--- config.mk ---
export PLATFORM = sky130hd
export DESIGN_NAME = keccak_word_intake
export DESIGN_NICKNAME = d
export VERILOG_FILES = /design/src/source/keccak_pkg.sv /design/src/source/keccak_word_intake.sv
export SDC_FILE = /design/constraint.sdc
export NUM_CORES = 1
export LEC_CHECK = 0
export ABC_AREA = 1
export ABC_CLOCK_PERIOD_IN_PS = 3500
export BUFFER_PORTS_ARGS = -buffer_cell sky130_fd_sc_hd__buf_2
export CORE_ASPECT_RATIO = 0.75
export CORE_MARGIN = 2
export CORE_UTILIZATION = 49
export CTS_BUF_LIST = sky130_fd_sc_hd__clkbuf_8
export CTS_CLUSTER_SIZE = 16
export DETAILED_ROUTE_END_ITERATION = 7
export GPL_TIMING_DRIVEN = 0
export PLACE_DENSITY = 0.95
export SLEW_MARGIN = 15
export SYNTH_ARGS = -nofsm -noshare
export SYNTH_HDL_FRONTEND = slang
export SYNTH_SLANG_ARGS = --single-unit
--- constraint.sdc ---
create_clock -name clk -period 3.5 [get_ports clk]
set_input_delay 0.7 -clock clk [delete_from_list [all_inputs] [get_ports clk]]
set_output_delay 0.7 -clock clk [all_outputs]
set_load 0.05 [all_outputs]
--- src/source/keccak_pkg.sv ---
// Types and constants for Keccak-f[1600] only. Host words are little-endian and two words make one lane.
`default_nettype none

package keccak_pkg;

	//////////////////////////////////////////////////
	// data types
	//////////////////////////////////////////////////

	localparam int STATE_LANES = 25;
	localparam int STATE_WORDS = 50;

	// one host data word
	typedef logic [31:0] word_t;
	// lane k holds word 2k in its low half
	typedef logic [63:0] lane_t;
	// lane index is x + 5*y
	typedef lane_t [STATE_LANES-1:0] state_t;

	// word as the host sends it
	typedef struct packed {
		word_t       data;
		logic        last;
		// valid low-order bytes, only on the last word
		logic [1:0]  byte_num;
	} host_word_t;

	// masked and padded word towards the block buffer
	typedef struct packed {
		word_t data;
		logic  last;
	} pad_word_t;

	// Keccak-512 rate and digest, in host words
	localparam int RATE_WORDS_DEFAULT   = 18;
	localparam int DIGEST_WORDS_DEFAULT = 16;

	//////////////////////////////////////////////////
	// permutation constants
	//////////////////////////////////////////////////

	localparam int ROUNDS = 24;

	// iota constants, one per round
	localparam lane_t ROUND_CONST [ROUNDS] = '{
		64'h0000_0000_0000_0001, 64'h0000_0000_0000_8082,
		64'h8000_0000_0000_808A, 64'h8000_0000_8000_8000,
		64'h0000_0000_0000_808B, 64'h0000_0000_8000_0001,
		64'h8000_0000_8000_8081, 64'h8000_0000_0000_8009,
		64'h0000_0000_0000_008A, 64'h0000_0000_0000_0088,
		64'h0000_0000_8000_8009, 64'h0000_0000_8000_000A,
		64'h0000_0000_8000_808B, 64'h8000_0000_0000_008B,
		64'h8000_0000_0000_8089, 64'h8000_0000_0000_8003,
		64'h8000_0000_0000_8002, 64'h8000_0000_0000_0080,
		64'h0000_0000_0000_800A, 64'h8000_0000_8000_000A,
		64'h8000_0000_8000_8081, 64'h8000_0000_0000_8080,
		64'h0000_0000_8000_0001, 64'h8000_0000_8000_8008
	};

	// rho left-rotate amounts, indexed x + 5*y
	localparam logic [5:0] ROT_OFFSET [STATE_LANES] = '{
		6'd0,  6'd1,  6'd62, 6'd28, 6'd27,
		6'd36, 6'd44, 6'd6,  6'd55, 6'd20,
		6'd3,  6'd10, 6'd43, 6'd25, 6'd39,
		6'd41, 6'd45, 6'd15, 6'd21, 6'd8,
		6'd18, 6'd2,  6'd61, 6'd56, 6'd14
	};

endpackage

`default_nettype wire

--- src/source/keccak_word_intake.sv ---
// Holds one host word at a time. The host must keep the four-phase order and must not raise req before ack is low.
`default_nettype none

module keccak_word_intake import keccak_pkg::*; (
	input  logic       clk,
	input  logic       arst_n,

	// host side, four-phase req/ack
	input  logic       host_req,
	input  host_word_t host_word,
	output logic       host_ack,

	// towards the block buffer
	output logic       pad_valid,
	output pad_word_t  pad_word,
	input  logic       pad_take
);

	//////////////////////////////////////////////////
	// byte masking and first pad byte
	//////////////////////////////////////////////////

	pad_word_t padded;
	logic      accept;

	always_comb begin
		padded.last = host_word.last;
		padded.data = host_word.data;
		if (host_word.last) begin
			for (int b = 0; b < 4; b++) begin
				// keep the valid low bytes
				if (b < int'(host_word.byte_num)) begin
					padded.data[8*b +: 8] = host_word.data[8*b +: 8];
				end else if (b == int'(host_word.byte_num)) begin
					// 0x01 right after the last message byte
					padded.data[8*b +: 8] = 8'h01;
				end else begin
					padded.data[8*b +: 8] = 8'h00;
				end
			end
		end
	end

	//////////////////////////////////////////////////
	// handshake and holding register
	//////////////////////////////////////////////////

	// new word only when the slot is empty and the last ack has dropped
	assign accept = host_req & ~host_ack & ~pad_valid;

	always_ff @(posedge clk or negedge arst_n) begin
		if (!arst_n) begin
			host_ack  <= 1'b0;
			pad_valid <= 1'b0;
		end else begin
			if (accept) begin
				host_ack  <= 1'b1;
				pad_valid <= 1'b1;
			end else begin
				// phase four once req is seen low
				if (!host_req) begin
					host_ack <= 1'b0;
				end
				// word handed to the buffer
				if (pad_valid && pad_take) begin
					pad_valid <= 1'b0;
				end
			end
		end
	end

	// payload only
	always_ff @(posedge clk) begin
		if (accept) begin
			pad_word <= padded;
		end
	end

endmodule

`default_nettype wire

After elaboration in Yosys (flattened, before gate mapping) --
Cells that the tools add are included.
Cells by class: reductions and logical operators 3, bitwise operators 4, $lt $le $gt $ge 3, mux-type cells 12, equal/unequal tests 4
Operator list (count):
- 32-bit two-way mux | 1
- 8-bit two-way mux | 3
- 1-bit two-way mux | 8
- 2-bit == test (first input constant) | 2
- 1-bit by 2-bit < comparator with 1-bit output (first input constant) | 2
- 1-bit bitwise AND | 2
- 1-bit by 2-bit == test with 1-bit output (first input constant) | 1
- 2-bit logical NOT | 1
- 2-bit < comparator (first input constant) | 1
- 2-bit by 1-bit != test with 1-bit output (second input constant) | 1
- 1-bit NOT | 2
- 2-bit nonzero test | 1
- 1-bit logical AND | 1
Word-level totals: flip-flop bits (word level) 35, output and inout port bits 35

Longest topological paths before layout --
depth in word-level cells 4, depth in mapped cells 5, depth with buffers taken out 5

Least setup slack after synthesis --
No wires, ideal clock.
path kind input to register, start input host_req, end register pad_word[0] in the netlist's numbering (enable), data required time 3.112 ns, path slack 1.648 ns, data arrival time 1.465 ns, stages 2, cell sequence nand3_1 -> inv_1
Between the ends: word-level cells in the longest chain between the ends 2
Ends and longest elaborated chain:
- from (decl) | RTL line keccak_word_intake.sv:9 | input logic host_req,
- 1-bit bitwise AND (2 in a row) | RTL line keccak_word_intake.sv:49 | assign accept = host_req & ~host_ack & ~pad_valid;
- via accept | RTL line keccak_word_intake.sv:24 | logic accept;
- to (signal assigned) | RTL line keccak_word_intake.sv:75 | pad_word <= padded;
- to (decl) | RTL line keccak_word_intake.sv:15 | output pad_word_t pad_word,
The timed path passes the listed nets, and every way through them passes these cells. A chain may end at the register's enable or synchronous reset.

Final worst setup path --
start register host_ack, end output host_ack
RTL lines:
- from (decl) | RTL line keccak_word_intake.sv:11 | output logic host_ack,
- from (signal assigned) | RTL line keccak_word_intake.sv:53 | host_ack <= 1'b0;
- from (signal assigned) | RTL line keccak_word_intake.sv:57 | host_ack <= 1'b1;
- from (signal assigned) | RTL line keccak_word_intake.sv:62 | host_ack <= 1'b0;
No word-level cell between the ends.

==> results.txt <==
The flow ran to the end, and the final reports show no timing, DRC or antenna violations. For this run, the register share of the synthesized area comes to 76.2%. The class of the worst hold path is input pin to asynchronous set/reset pin. The total clock buffers created by CTS came out at 5. The final-report hold violation count came to 0. The final total negative setup slack is 0 ns. The number of nets in the layout is 237. The aggregate routed wire length came out at roughly 2600 um.

The power density over the cells came out at 724 nW/um2. The standby leakage power came out at 0.000983 uW. Synthesis inferred 35 register bits.

The launch point of the critical path is host_ack$_DFFE_PN0P_. The kind of cell adding the most delay to the critical path is flip-flops. The clock group share of total power came out at a little over a quarter. Setup repair after global routing left no endpoint under its margin. The count of vias placed by the detailed router is 1046. The number of clock sinks is 35.

The cell with the most instances after synthesis is inv_1. Summed over all instances, the cell type with the most area after synthesis is edfxtp_1. The residual DRC count came out at 0.

By area the synthesized netlist is led by edfxtp_1 (73%), inv_1 (10%), nor2_1 (8.5%). The clock latency of the later-clocked register in the worst-skew pair came out at ~0.29 ns. The number of nets with antenna violations after routing is 0. STA classifies the critical path endpoint as an output pin. Of the cells placed in the final design, the portion with a size suffix greater than 1 is between 40% and 50%. The layout overhead on the synthesized area is 38.3%.

The initial antenna violation count is 0. The number of max-slew violations in the final report is 0. The placement-stage cell area came out at ~1800 um2. The starting density of the core is 52.1%. The switching portion of total power is roughly 38%.

In this run, post-CTS repair resized a total of 0 instances. The area share of the largest cell type after synthesis came out at 72.5%. The post-synthesis cell area is about 1400 um2.

TritonCTS built the clock tree. The count of buffers added by post-CTS timing repair for setup came out at 0. The clock input transition at the sequential cells of the worst setup and hold paths is about 0.07 ns.

The cell count after synthesis is 118. Pin placement for this block handled 74 I/O pins. The final design instance area without fill is 1890 um2. The detailed router's first-iteration violation count is between 80 and 90.

The HPWL reported at the end of detailed placement came out at around 2000 um. Yosys mapped a number of flops with a built-in enable equal to 33. The normalized max-slew margin came out at about 56%. The number of port buffers is 73. The count of buffering cells on the critical path with inverters included came out at 1.

The ratio of routed vias to standard cells came out at between 4 and 5. The part of the power in registers is between 40% and 50%. The share of the cycle needed by the critical path after routing came out at roughly 46%. In the synthesized netlist, the cells that appear most often are inv_1 (38), edfxtp_1 (33), nor2_1 (31), nand2_1 (7). The first global-routing pass estimated 3980 um of wire. The die is 49.7 um tall. For this design the total switching power over the nets is between 500 and 600 uW. The total overflow reported by the global router is 0. The hold buffer count at cts came out at 0. The signal on the critical path passes through buf_2. The pin count of the biggest net entering global routing is 34. The standard cell core area is roughly 2600 um2. The time the worst path needs with I/O delays and setup is roughly 1.6 ns. The power share of the combinational group came out at around a third. The fraction of synthesis flops using an asynchronous set or reset pin came out at 5.71%. The number of antenna diodes in the final layout is 0. In this run the deepest clock path goes through 2 buffers. The number of rows in the core area is 16. The die extent in x is 65.0 um. The internal power summed over all cells came out at 850 uW.

Across the run, the number of max-cap violations was 0. In this run the critical register-to-register path is launched from pad_valid$_DFFE_PN0P_. Between clock sinks in the finished design, the worst skew comes to 0.00544 ns.

The count of filler cells inserted in the layout came out at 190. The overall routing resource usage came out at roughly 17%. The post-synthesis area per instance is between 10 and 15 um2. The worst voltage drop across the vdd grid is 0.471 mV. The type of the worst setup path is flip-flop to output pin. The slowest library cell on the worst path is dfrtp_1. The area of the die came out at about 3200 um2. The critical path arrival is ~0.92 ns. Setup violations remaining at the end of the flow were counted as 0.

The required time at the worst-slack endpoint came out at 2.80 ns. For this run, the number of Yosys warnings is 0. The root cell of the clock tree is clkbuf_8.

At the pin with the least slew margin, the transition time is around 0.65 ns. After detailed routing, the average wire length per cell comes to 11.1 um. The longest individual stage delay on the worst path is 0.37 ns. The via count of the first global-routing pass came out at approximately 930. The distinct cell type count after synthesis came out at 11. The sort of element at the start of the critical path is a flip-flop.

The placer's final routability congestion estimate came out at 0.618. The H-tree depth reported by CTS is 2. Timing would allow up to 616 MHz. The first-pass detailed-route iteration total came out at 4.

Among all flip-flop cells after synthesis, the most frequent one is edfxtp_1. Along the worst path, the maximum fanout reaches 3. Synthesis produced a netlist with a net count of roughly 160.
layer usage:
layer  GRT usage, %  part of all wire, %
met5              0                    0
met3           7.08                  9.2
met2           29.4                   53
met4           9.57                  2.3
met1           18.3                   36
sequential cells by signal, indices dropped and copies added (netlist names):
signal,count
host_ack,1
pad_valid,1
pad_word,33
layout by cell type (no fill, tap or decap):
master | synthesis | routed
nor2_2 | 1 | 1
clkbuf_8 | 0 | 5
edfxtp_1 | 33 | 33
o21ai_0 | 1 | 1
nand3_1 | 2 | 2
a21oi_1 | 1 | 1
inv_2 | 0 | 1
inv_1 | 38 | 37
nor2_1 | 31 | 31
dfrtp_1 | 2 | 2
clkinv_2 | 0 | 1
nand2_2 | 1 | 1
clkinv_4 | 0 | 1
bufinv_16 | 0 | 1
nand2_1 | 7 | 7
buf_4 | 1 | 1
buf_2 | 0 | 73
per-stage QoR:
| step | power [uW] | std cells | utilization (%) | worst slack (ns) | hold slack, ns |
|---|---|---|---|---|---|
| 6_report | 1370 | 235 | 72.0 | 1.88 | 0.186 |
| 3_5_place_dp | 1030 | 227 | 67.7 | 1.32 | 0.490 |
| 4_1_cts | 1380 | 235 | 72.0 | 1.63 | 0.183 |
| 3_3_place_gp | 1020 | 227 | 67.7 | 1.33 | 0.485 |
| 2_1_floorplan | 921 | 118 | - | 1.65 | 0.404 |
| 5_1_grt | 1420 | 235 | 72.0 | 1.82 | 0.176 |
cells by family after synthesis:
kind of cell | after synthesis | share of synthesized area (%)
buffers and inverters | 39 | 11.0
flip-flops | 35 | 76.2
AND/OR/NAND/NOR | 42 | 12.1
AO/OA/AOI/OAI | 2 | 0.732
path summary, 6_finish.rpt:
| path | to | slack [ns] | cells past startpoint |
|---|---|---|---|
| max | host_ack | 1.88 | 1 |
| min | pad_valid$_DFFE_PN0P_ | 0.19 | 1 |
| max reg2reg | pad_word[12]$_DFFE_PP_ | 2.04 | 3 |
| min reg2reg | host_ack$_DFFE_PN0P_ | 0.51 | 2 |
| max in group asynchronous | host_ack$_DFFE_PN0P_ | 3.22 | 1 |
| min in group clk | host_ack$_DFFE_PN0P_ | 0.51 | 2 |
final cells by class:
class | instances | area, um2 | area share, %
repair buffers | 73 | 365 | 19.3
clock buffers | 5 | 68.8 | 3.64
well taps | 36 | 45.0 | 2.38
inverters | 38 | 143 | 7.55
multi-input cells | 44 | 175 | 9.27
plain buffers | 1 | 7.51 | 0.397
flip-flops and latches | 35 | 1040 | 55.1
clock inverters | 3 | 43.8 | 2.32
power by group through the flow:
stage               Clock (uW)  Sequential, uW  Combinational (uW)
floorplan                    0             857                63.7
global placement             0             589                 427
detailed placement           0             592                 434
CTS                        359             584                 434
global route               379             589                 455
finish                     355             580                 432
Note: power is estimated with default switching activity, not from simulation.
