**config.mk**
```make
export PLATFORM = sky130hd
export DESIGN_NAME = keccak_block_buffer
export DESIGN_NICKNAME = d
export VERILOG_FILES = /design/src/source/keccak_pkg.sv /design/src/source/keccak_block_buffer.sv
export SDC_FILE = /design/constraint.sdc
export NUM_CORES = 1
export LEC_CHECK = 0
export ABC_AREA = 1
export BUFFER_PORTS_ARGS = -buffer_cell sky130_fd_sc_hd__buf_2
export CAP_MARGIN = 0
export CORE_AREA = 2 2 237 239
export CTS_CLUSTER_DIAMETER = 100
export DETAILED_ROUTE_END_ITERATION = 8
export DIE_AREA = 0 0 239 241
export PLACE_DENSITY = 0.59
export SYNTH_ARGS = -nofsm -noshare
export SYNTH_HDL_FRONTEND = slang
export SYNTH_SLANG_ARGS = --single-unit
```
**constraint.sdc**
```tcl
create_clock -name clk -period 7.55 [get_ports clk]
set_input_delay 0 -clock clk [delete_from_list [all_inputs] [get_ports clk]]
set_output_delay 0 -clock clk [all_outputs]
set_load 0.02 [all_outputs]
```
**src/source/keccak_pkg.sv**
```systemverilog
// Types and constants for Keccak-f[1600] only. Host words are little-endian and two words make one lane.
`default_nettype none

package keccak_pkg;

	//////////////////////////////////////////////////
	// data types
	//////////////////////////////////////////////////

	localparam int STATE_LANES = 25;
	localparam int STATE_WORDS = 50;

	// one host data word
	typedef logic [31:0] word_t;
	// lane k holds word 2k in its low half
	typedef logic [63:0] lane_t;
	// lane index is x + 5*y
	typedef lane_t [STATE_LANES-1:0] state_t;

	// word as the host sends it
	typedef struct packed {
		word_t       data;
		logic        last;
		// valid low-order bytes, only on the last word
		logic [1:0]  byte_num;
	} host_word_t;

	// masked and padded word towards the block buffer
	typedef struct packed {
		word_t data;
		logic  last;
	} pad_word_t;

	// Keccak-512 rate and digest, in host words
	localparam int RATE_WORDS_DEFAULT   = 18;
	localparam int DIGEST_WORDS_DEFAULT = 16;

	//////////////////////////////////////////////////
	// permutation constants
	//////////////////////////////////////////////////

	localparam int ROUNDS = 24;

	// iota constants, one per round
	localparam lane_t ROUND_CONST [ROUNDS] = '{
		64'h0000_0000_0000_0001, 64'h0000_0000_0000_8082,
		64'h8000_0000_0000_808A, 64'h8000_0000_8000_8000,
		64'h0000_0000_0000_808B, 64'h0000_0000_8000_0001,
		64'h8000_0000_8000_8081, 64'h8000_0000_0000_8009,
		64'h0000_0000_0000_008A, 64'h0000_0000_0000_0088,
		64'h0000_0000_8000_8009, 64'h0000_0000_8000_000A,
		64'h0000_0000_8000_808B, 64'h8000_0000_0000_008B,
		64'h8000_0000_0000_8089, 64'h8000_0000_0000_8003,
		64'h8000_0000_0000_8002, 64'h8000_0000_0000_0080,
		64'h0000_0000_0000_800A, 64'h8000_0000_8000_000A,
		64'h8000_0000_8000_8081, 64'h8000_0000_0000_8080,
		64'h0000_0000_8000_0001, 64'h8000_0000_8000_8008
	};

	// rho left-rotate amounts, indexed x + 5*y
	localparam logic [5:0] ROT_OFFSET [STATE_LANES] = '{
		6'd0,  6'd1,  6'd62, 6'd28, 6'd27,
		6'd36, 6'd44, 6'd6,  6'd55, 6'd20,
		6'd3,  6'd10, 6'd43, 6'd25, 6'd39,
		6'd41, 6'd45, 6'd15, 6'd21, 6'd8,
		6'd18, 6'd2,  6'd61, 6'd56, 6'd14
	};

endpackage

`default_nettype wire

```
**src/source/keccak_block_buffer.sv**
```systemverilog
// One-block buffer. No word is taken while a full block waits for the sponge, and RATE_WORDS must be at least 2.
`default_nettype none

module keccak_block_buffer import keccak_pkg::*; #(
	parameter int RATE_WORDS = 18
) (
	input  logic                   clk,
	input  logic                   arst_n,

	// from the intake
	input  logic                   pad_valid,
	input  pad_word_t              pad_word,
	output logic                   pad_take,

	// towards the sponge
	output logic                   block_valid,
	output word_t [RATE_WORDS-1:0] block_data,
	output logic                   block_first,
	output logic                   block_last,
	input  logic                   block_take
);

	localparam int CNT_W = $clog2(RATE_WORDS);

	logic [CNT_W-1:0]       cnt_q;
	logic                   accept;
	logic                   complete;
	word_t [RATE_WORDS-1:0] blk_d;

	// open for words until the block is complete
	assign pad_take = ~block_valid;
	assign accept   = pad_valid & pad_take;
	// message end or rate block full
	assign complete = pad_word.last | (cnt_q == CNT_W'(RATE_WORDS - 1));

	//////////////////////////////////////////////////
	// block contents
	//////////////////////////////////////////////////

	always_comb begin
		blk_d = block_data;
		for (int i = 0; i < RATE_WORDS; i++) begin
			if (i == int'(cnt_q)) begin
				blk_d[i] = pad_word.data;
			end else if (pad_word.last && i > int'(cnt_q)) begin
				// zero the tail behind the last word
				blk_d[i] = '0;
			end
		end
		// closing pad bit in the top byte of the block
		// lands in the same word as 0x01 when the last word is the final slot
		if (pad_word.last) begin
			blk_d[RATE_WORDS-1][31:24] = blk_d[RATE_WORDS-1][31:24] | 8'h80;
		end
	end

	always_ff @(posedge clk) begin
		if (accept) begin
			block_data <= blk_d;
		end
	end

	//////////////////////////////////////////////////
	// counter and block flags
	//////////////////////////////////////////////////

	always_ff @(posedge clk or negedge arst_n) begin
		if (!arst_n) begin
			cnt_q       <= '0;
			block_valid <= 1'b0;
			block_last  <= 1'b0;
			// first block after reset starts a message
			block_first <= 1'b1;
		end else begin
			if (accept) begin
				if (complete) begin
					cnt_q       <= '0;
					block_valid <= 1'b1;
					block_last  <= pad_word.last;
				end else begin
					cnt_q <= cnt_q + 1'b1;
				end
			end
			if (block_take) begin
				block_valid <= 1'b0;
				// a last block opens a new message
				block_first <= block_last;
			end
		end
	end

endmodule

`default_nettype wire

```
* Word level (Yosys, flattened, before mapping)
Index checks and enable logic that the tools add are counted.
Storage, ports and cells: bits in registers 584, latch bits 0, RAM bits 0, memory bits (read-only) 0, bits of input ports 37, output and inout port bits 580, logic and storage cells 160, memories 0
Operators by class: add/subtract/negate cells 1, $mul 0, div/mod/pow operators 0, magnitude comparators 17, eq/ne operators 18, shift-type cells 0, multiplexer cells 38, bitwise logic cells 3, reductions and logical operators 59
Operators by type and width (number):
- two-way mux 32 bit | 34
- equality test 5 bit (first input constant) | 10
- AND reduction 2 bit | 21
- greater-than comparator 4 x 5 -> 1 bit (first input constant) | 8
- nonzero test 2 bit | 19
- equality test 4 x 5 -> 1 bit (first input constant) | 4
- greater-than comparator 3 x 5 -> 1 bit (first input constant) | 4
- logical AND 1 bit | 17
- equality test 3 x 5 -> 1 bit (first input constant) | 2
- greater-than comparator 2 x 5 -> 1 bit (first input constant) | 2
- greater-than comparator 5 bit (first input constant) | 2
- adder 5 x 1 -> 5 bit (second input constant) | 1
- equality test 2 x 5 -> 1 bit (first input constant) | 1
- equality test 5 bit (second input constant) | 1
- greater-than comparator 1 x 5 -> 1 bit (first input constant) | 1
- zero test 5 bit | 1
- two-way mux 5 bit | 1
- two-way mux 1 bit | 3
- nonzero test 3 bit | 1
- bitwise AND 1 bit | 1
- NOT 1 bit | 1
- OR 1 bit | 1

* Depth between registers and ports, before layout
depth in word-level cells 5, mapped depth 8, depth with buffers taken out 7

* Worst setup path before layout
Ideal clock, no wire load.
path type register -> register, start register cnt_q[0], end register block_data[0] in the netlist's numbering, enable pin, setup time 0.502 ns, arrival 4.169 ns, required time 7.048 ns, slack 2.880 ns, cell stages (with the launch flop) 6, path buffers 1, period minus slack after synthesis 4.670 ns, cells stage by stage dfrtp_1 clkbuf_2 inv_1 ha_1 inv_2 nor4_1
On the way: cells in the longest elaborated chain, start to end 2
Ends and longest elaborated chain:
- start, declared | RTL line keccak_block_buffer.sv:25 | logic [CNT_W-1:0] cnt_q;
- start signal, assigned | RTL line keccak_block_buffer.sv:81 | cnt_q <= cnt_q + 1'b1;
- zero test 5 bit | RTL line keccak_block_buffer.sv:43 | if (i == int'(cnt_q)) begin
- AND reduction 2 bit (no source line)
- end signal, assigned | RTL line keccak_block_buffer.sv:59 | block_data <= blk_d;
- end, declared | RTL line keccak_block_buffer.sv:17 | output word_t [RATE_WORDS-1:0] block_data,
No other way between the ends. A chain may end at the register's enable or synchronous reset.

* Final worst setup path
start register cnt_q[0], end register block_data[154] in the netlist's numbering, enable pin
On the way: cells in the longest elaborated chain, start to end 4, elaborated cells on any way between the ends 5, those cells by class order compare (1); eq/ne (1); reduce/logical (3)
Ends and longest elaborated chain:
- greater-than comparator 3 x 5 -> 1 bit | RTL line keccak_block_buffer.sv:45 | end else if (pad_word.last && i > int'(cnt_q)) begin
- logical AND 1 bit | RTL line keccak_block_buffer.sv:45
- nonzero test 2 bit (no source line) *
- AND reduction 2 bit (no source line) *
Mark *: on every way between the ends. The rest lies on a longest branch, timed or not.

==> metrics.txt <==
Root Buffer clkbuf_16; layout cell share with drive strength beyond 1 36.3%; final setup TNS 0 ns; Switching Fraction 25.9%; # fillers 4,810; final period utilization 44.7%; Core Region 54,900 µm²; Int Pwr 5650 µW; Slew @ Worst Pin 1.22 ns; Routed Antenna Nets 0; Mapped Nets 1,451; R2R depth 4; Fmax 296 MHz; Initial DRC Count 1,106; Routed WL 73.2 mm; worst hold path class in -> reg; status finished clean; Cells after DPL 2,655; number of global-route vias before repair 13.7k; vias after detailed routing 13.9k; n_diodes 0; Syn-to-layout area delta 29.1%; Max Root-Sink Buffers 3; Post-synth EDFFs 576; DP Wirelength 50.0 mm; die area 57,600 µm²; Reg power frac 50.5%; cell area power density 282 nW/µm²; VDD IR-drop max 0.210 mV; first-pass GRT wire length 99.6 mm; row cnt 86; Synth async-reset ratio 1.37%; Clock Power Share 38.3%; TritonCTS clock tree built; Avg WL per Cell 26.1 µm; Cell Area, Synth 21,000 µm²; Tot GR Track Use 24.6%; Max Cap Viol 0; Final Hold Vio Count 0; Largest stage delay, worst path 1.24 ns; drt first pass iters 5; number of CTS-inserted buffers 61; number of distinct library cells after synthesis 30; top-area cell type share of the netlist area 82.6%; Num Clock Sinks 584; Worst EP required 7.77 ns; Leak Pwr 0.0114 µW; pin count of the biggest net entering global routing 35; placement-stage cell area 24,800 µm²; Initial Util 38.2%; non-filler cells, final 2,803; GR Overflow Total 0; sequential cell area fraction in the yosys report 83.5%; Die H 241 µm; final hold slack 0.140 ns; Ys Warns 0; htree depth 2; clk slew on worst S/H paths 0.06 ns; WP data arrival 3.60 ns; port bufs 616; Crit. End Element register; Nets 2,094; FF/Latch Area 17,500 µm²; DIE WIDTH 239 µm; Main synth FF type edfxtp_1; Startpoint Class register; DRC 0; Logic pwr share 11.1%; antenna violations before repair 0; Final Setup Violations 0; top post-synthesis cells by area edfxtp_1, nor2_1, inv_1; critical path's slowest cell a31oi_4; syn_area_per_cell 14.9 µm²; Switch Pwr 1970 µW; area of the multi-input gates 2840 µm²; Final Util 49.3%; RSZ-0062 raised after global routing no; cell accounting for the most synthesized area edfxtp_1; Crit Path Class reg -> reg; CP Max Fanout 33; count of pins over their slew limit 0; Hold Path Stages 3; routability cong. 0.908; Cells after Synth 1,409; PostCTS Resize Cnt 0; vias per inst 4.96; Yosys reg bits 584; clk_skew 0.0181 ns; Worst-Skew Late Latency 0.62 ns; Ports 617; critical path cell sequence inv_1 -> ha_1 -> nand3_2 -> a31oi_4; Rel. slew slack 18.2%; Finished Cell Area 27,000 µm²; minimum clock period 3.37 ns
final cells by class:
class                   instances  share of cell area [%]
clock buffers                  74                    5.82
clock inverters                36                    1.22
inverters                      85                    1.21
multi-input cells             648                    10.5
flip-flops and latches        584                    64.7
well taps                     704                    3.26
repair buffers                672                    13.3
layout by cell type (no fill, tap or decap), types with 5 or more instances in the layout:
cell             n
a21oi_4         14
buf_2          616
buf_4           18
bufinv_16        6
clkbuf_1        13
clkbuf_16       61
clkinv_1        15
clkinv_2        10
dfrtp_1          7
dlygate4sd3_1   38
edfxtp_1       576
ha_1             5
inv_1           78
nand2_1         56
nand2_2          5
nand3_1          9
nand3_2          5
nor2_1         525
o21ai_0          8
flip-flops by register name (all words and copies together) (netlist names):
signal / cells
block_last: 1
cnt_q: 5
block_first: 1
block_valid: 1
block_data: 576
stage by stage:
| step | setup WS, ns | total power, µW |
|---|---|---|
| after global placement | 4.22 | 4750 |
| after global routing | 3.94 | 7830 |
| after CTS | 4.06 | 7670 |
| final | 4.18 | 7620 |
| after floorplan | 2.88 | 4370 |
| after detailed placement | 4.07 | 4760 |
power by group through the flow:
| stage | Combinational, µW | Sequential (µW) | Clock [µW] |
|---|---|---|---|
| global placement | 835 | 3920 | 0 |
| CTS | 861 | 3850 | 2950 |
| finish | 848 | 3850 | 2920 |
| floorplan | 214 | 4150 | 0 |
| detailed placement | 844 | 3920 | 0 |
| global route | 893 | 3870 | 3070 |
path summary, 6_finish.rpt:
kind	from	end	slack, ns
max	cnt_q[0]$_DFFE_PN0P_	block_data[154]$_SDFFCE_PP0P_	4.18
max reg2reg	cnt_q[0]$_DFFE_PN0P_	block_data[154]$_SDFFCE_PP0P_	4.18
min reg2reg	block_last$_DFFE_PN0P_	block_last$_DFFE_PN0P_	0.56
min	block_take	block_valid$_DFFE_PN0P_	0.14
max in group asynchronous	arst_n	block_first$_DFFE_PN1P_	6.79
min in group asynchronous	arst_n	cnt_q[1]$_DFFE_PN0P_	0.42
synthesized netlist by cell type (4+ instances only):
master	n
nand2_1	60
a21oi_1	17
dfrtp_1	7
inv_2	4
buf_6	15
ha_1	5
nand3_1	13
o21ai_0	8
inv_1	78
nand2_4	4
buf_2	35
nor2_1	527
clkbuf_1	38
edfxtp_1	576
critical path: cells and delay by family, from the launching register on:
| family | cells | cell delay [ns] |
|---|---|---|
| compound gates | 1 | 1.24 |
| fa+ha+maj | 1 | 0.35 |
| buf+inv | 1 | 0.19 |
| flops | 1 | 0.49 |
| simple gates | 1 | 0.67 |
cells by family (layout without fill, tap and decap cells):
family	after synthesis	in the layout	share of synthesized area [%]
compound gates	27	27	0.663
fa+ha+maj	5	5	0.299
buf+inv	177	867	4.01
flops	584	584	83.5
mux	1	1	0.0537
simple gates	615	615	11.4
routing by layer:
layer / wire [µm] / global-route usage [%] / vias up / part of all wire [%]
met4: 2200 / 8.07 / 0 / 3.0
met2: 36400 / 42.0 / 707 / 50
met3: 6960 / 7.65 / 128 / 9.5
li1: - / - / 6050 / -
met1: 27700 / 29.7 / 7029 / 38
met5: 0 / 0 / - / 0
repair_timing:
| item | 4_1_cts | 5_1_grt |
|---|---|---|
| hold buffers | 38 | 0 |
| setup buffers | 0 | 0 |
| endpoints found under the hold margin | 81 | 0 |
No activity file was read; power rests on OpenSTA's default activity.
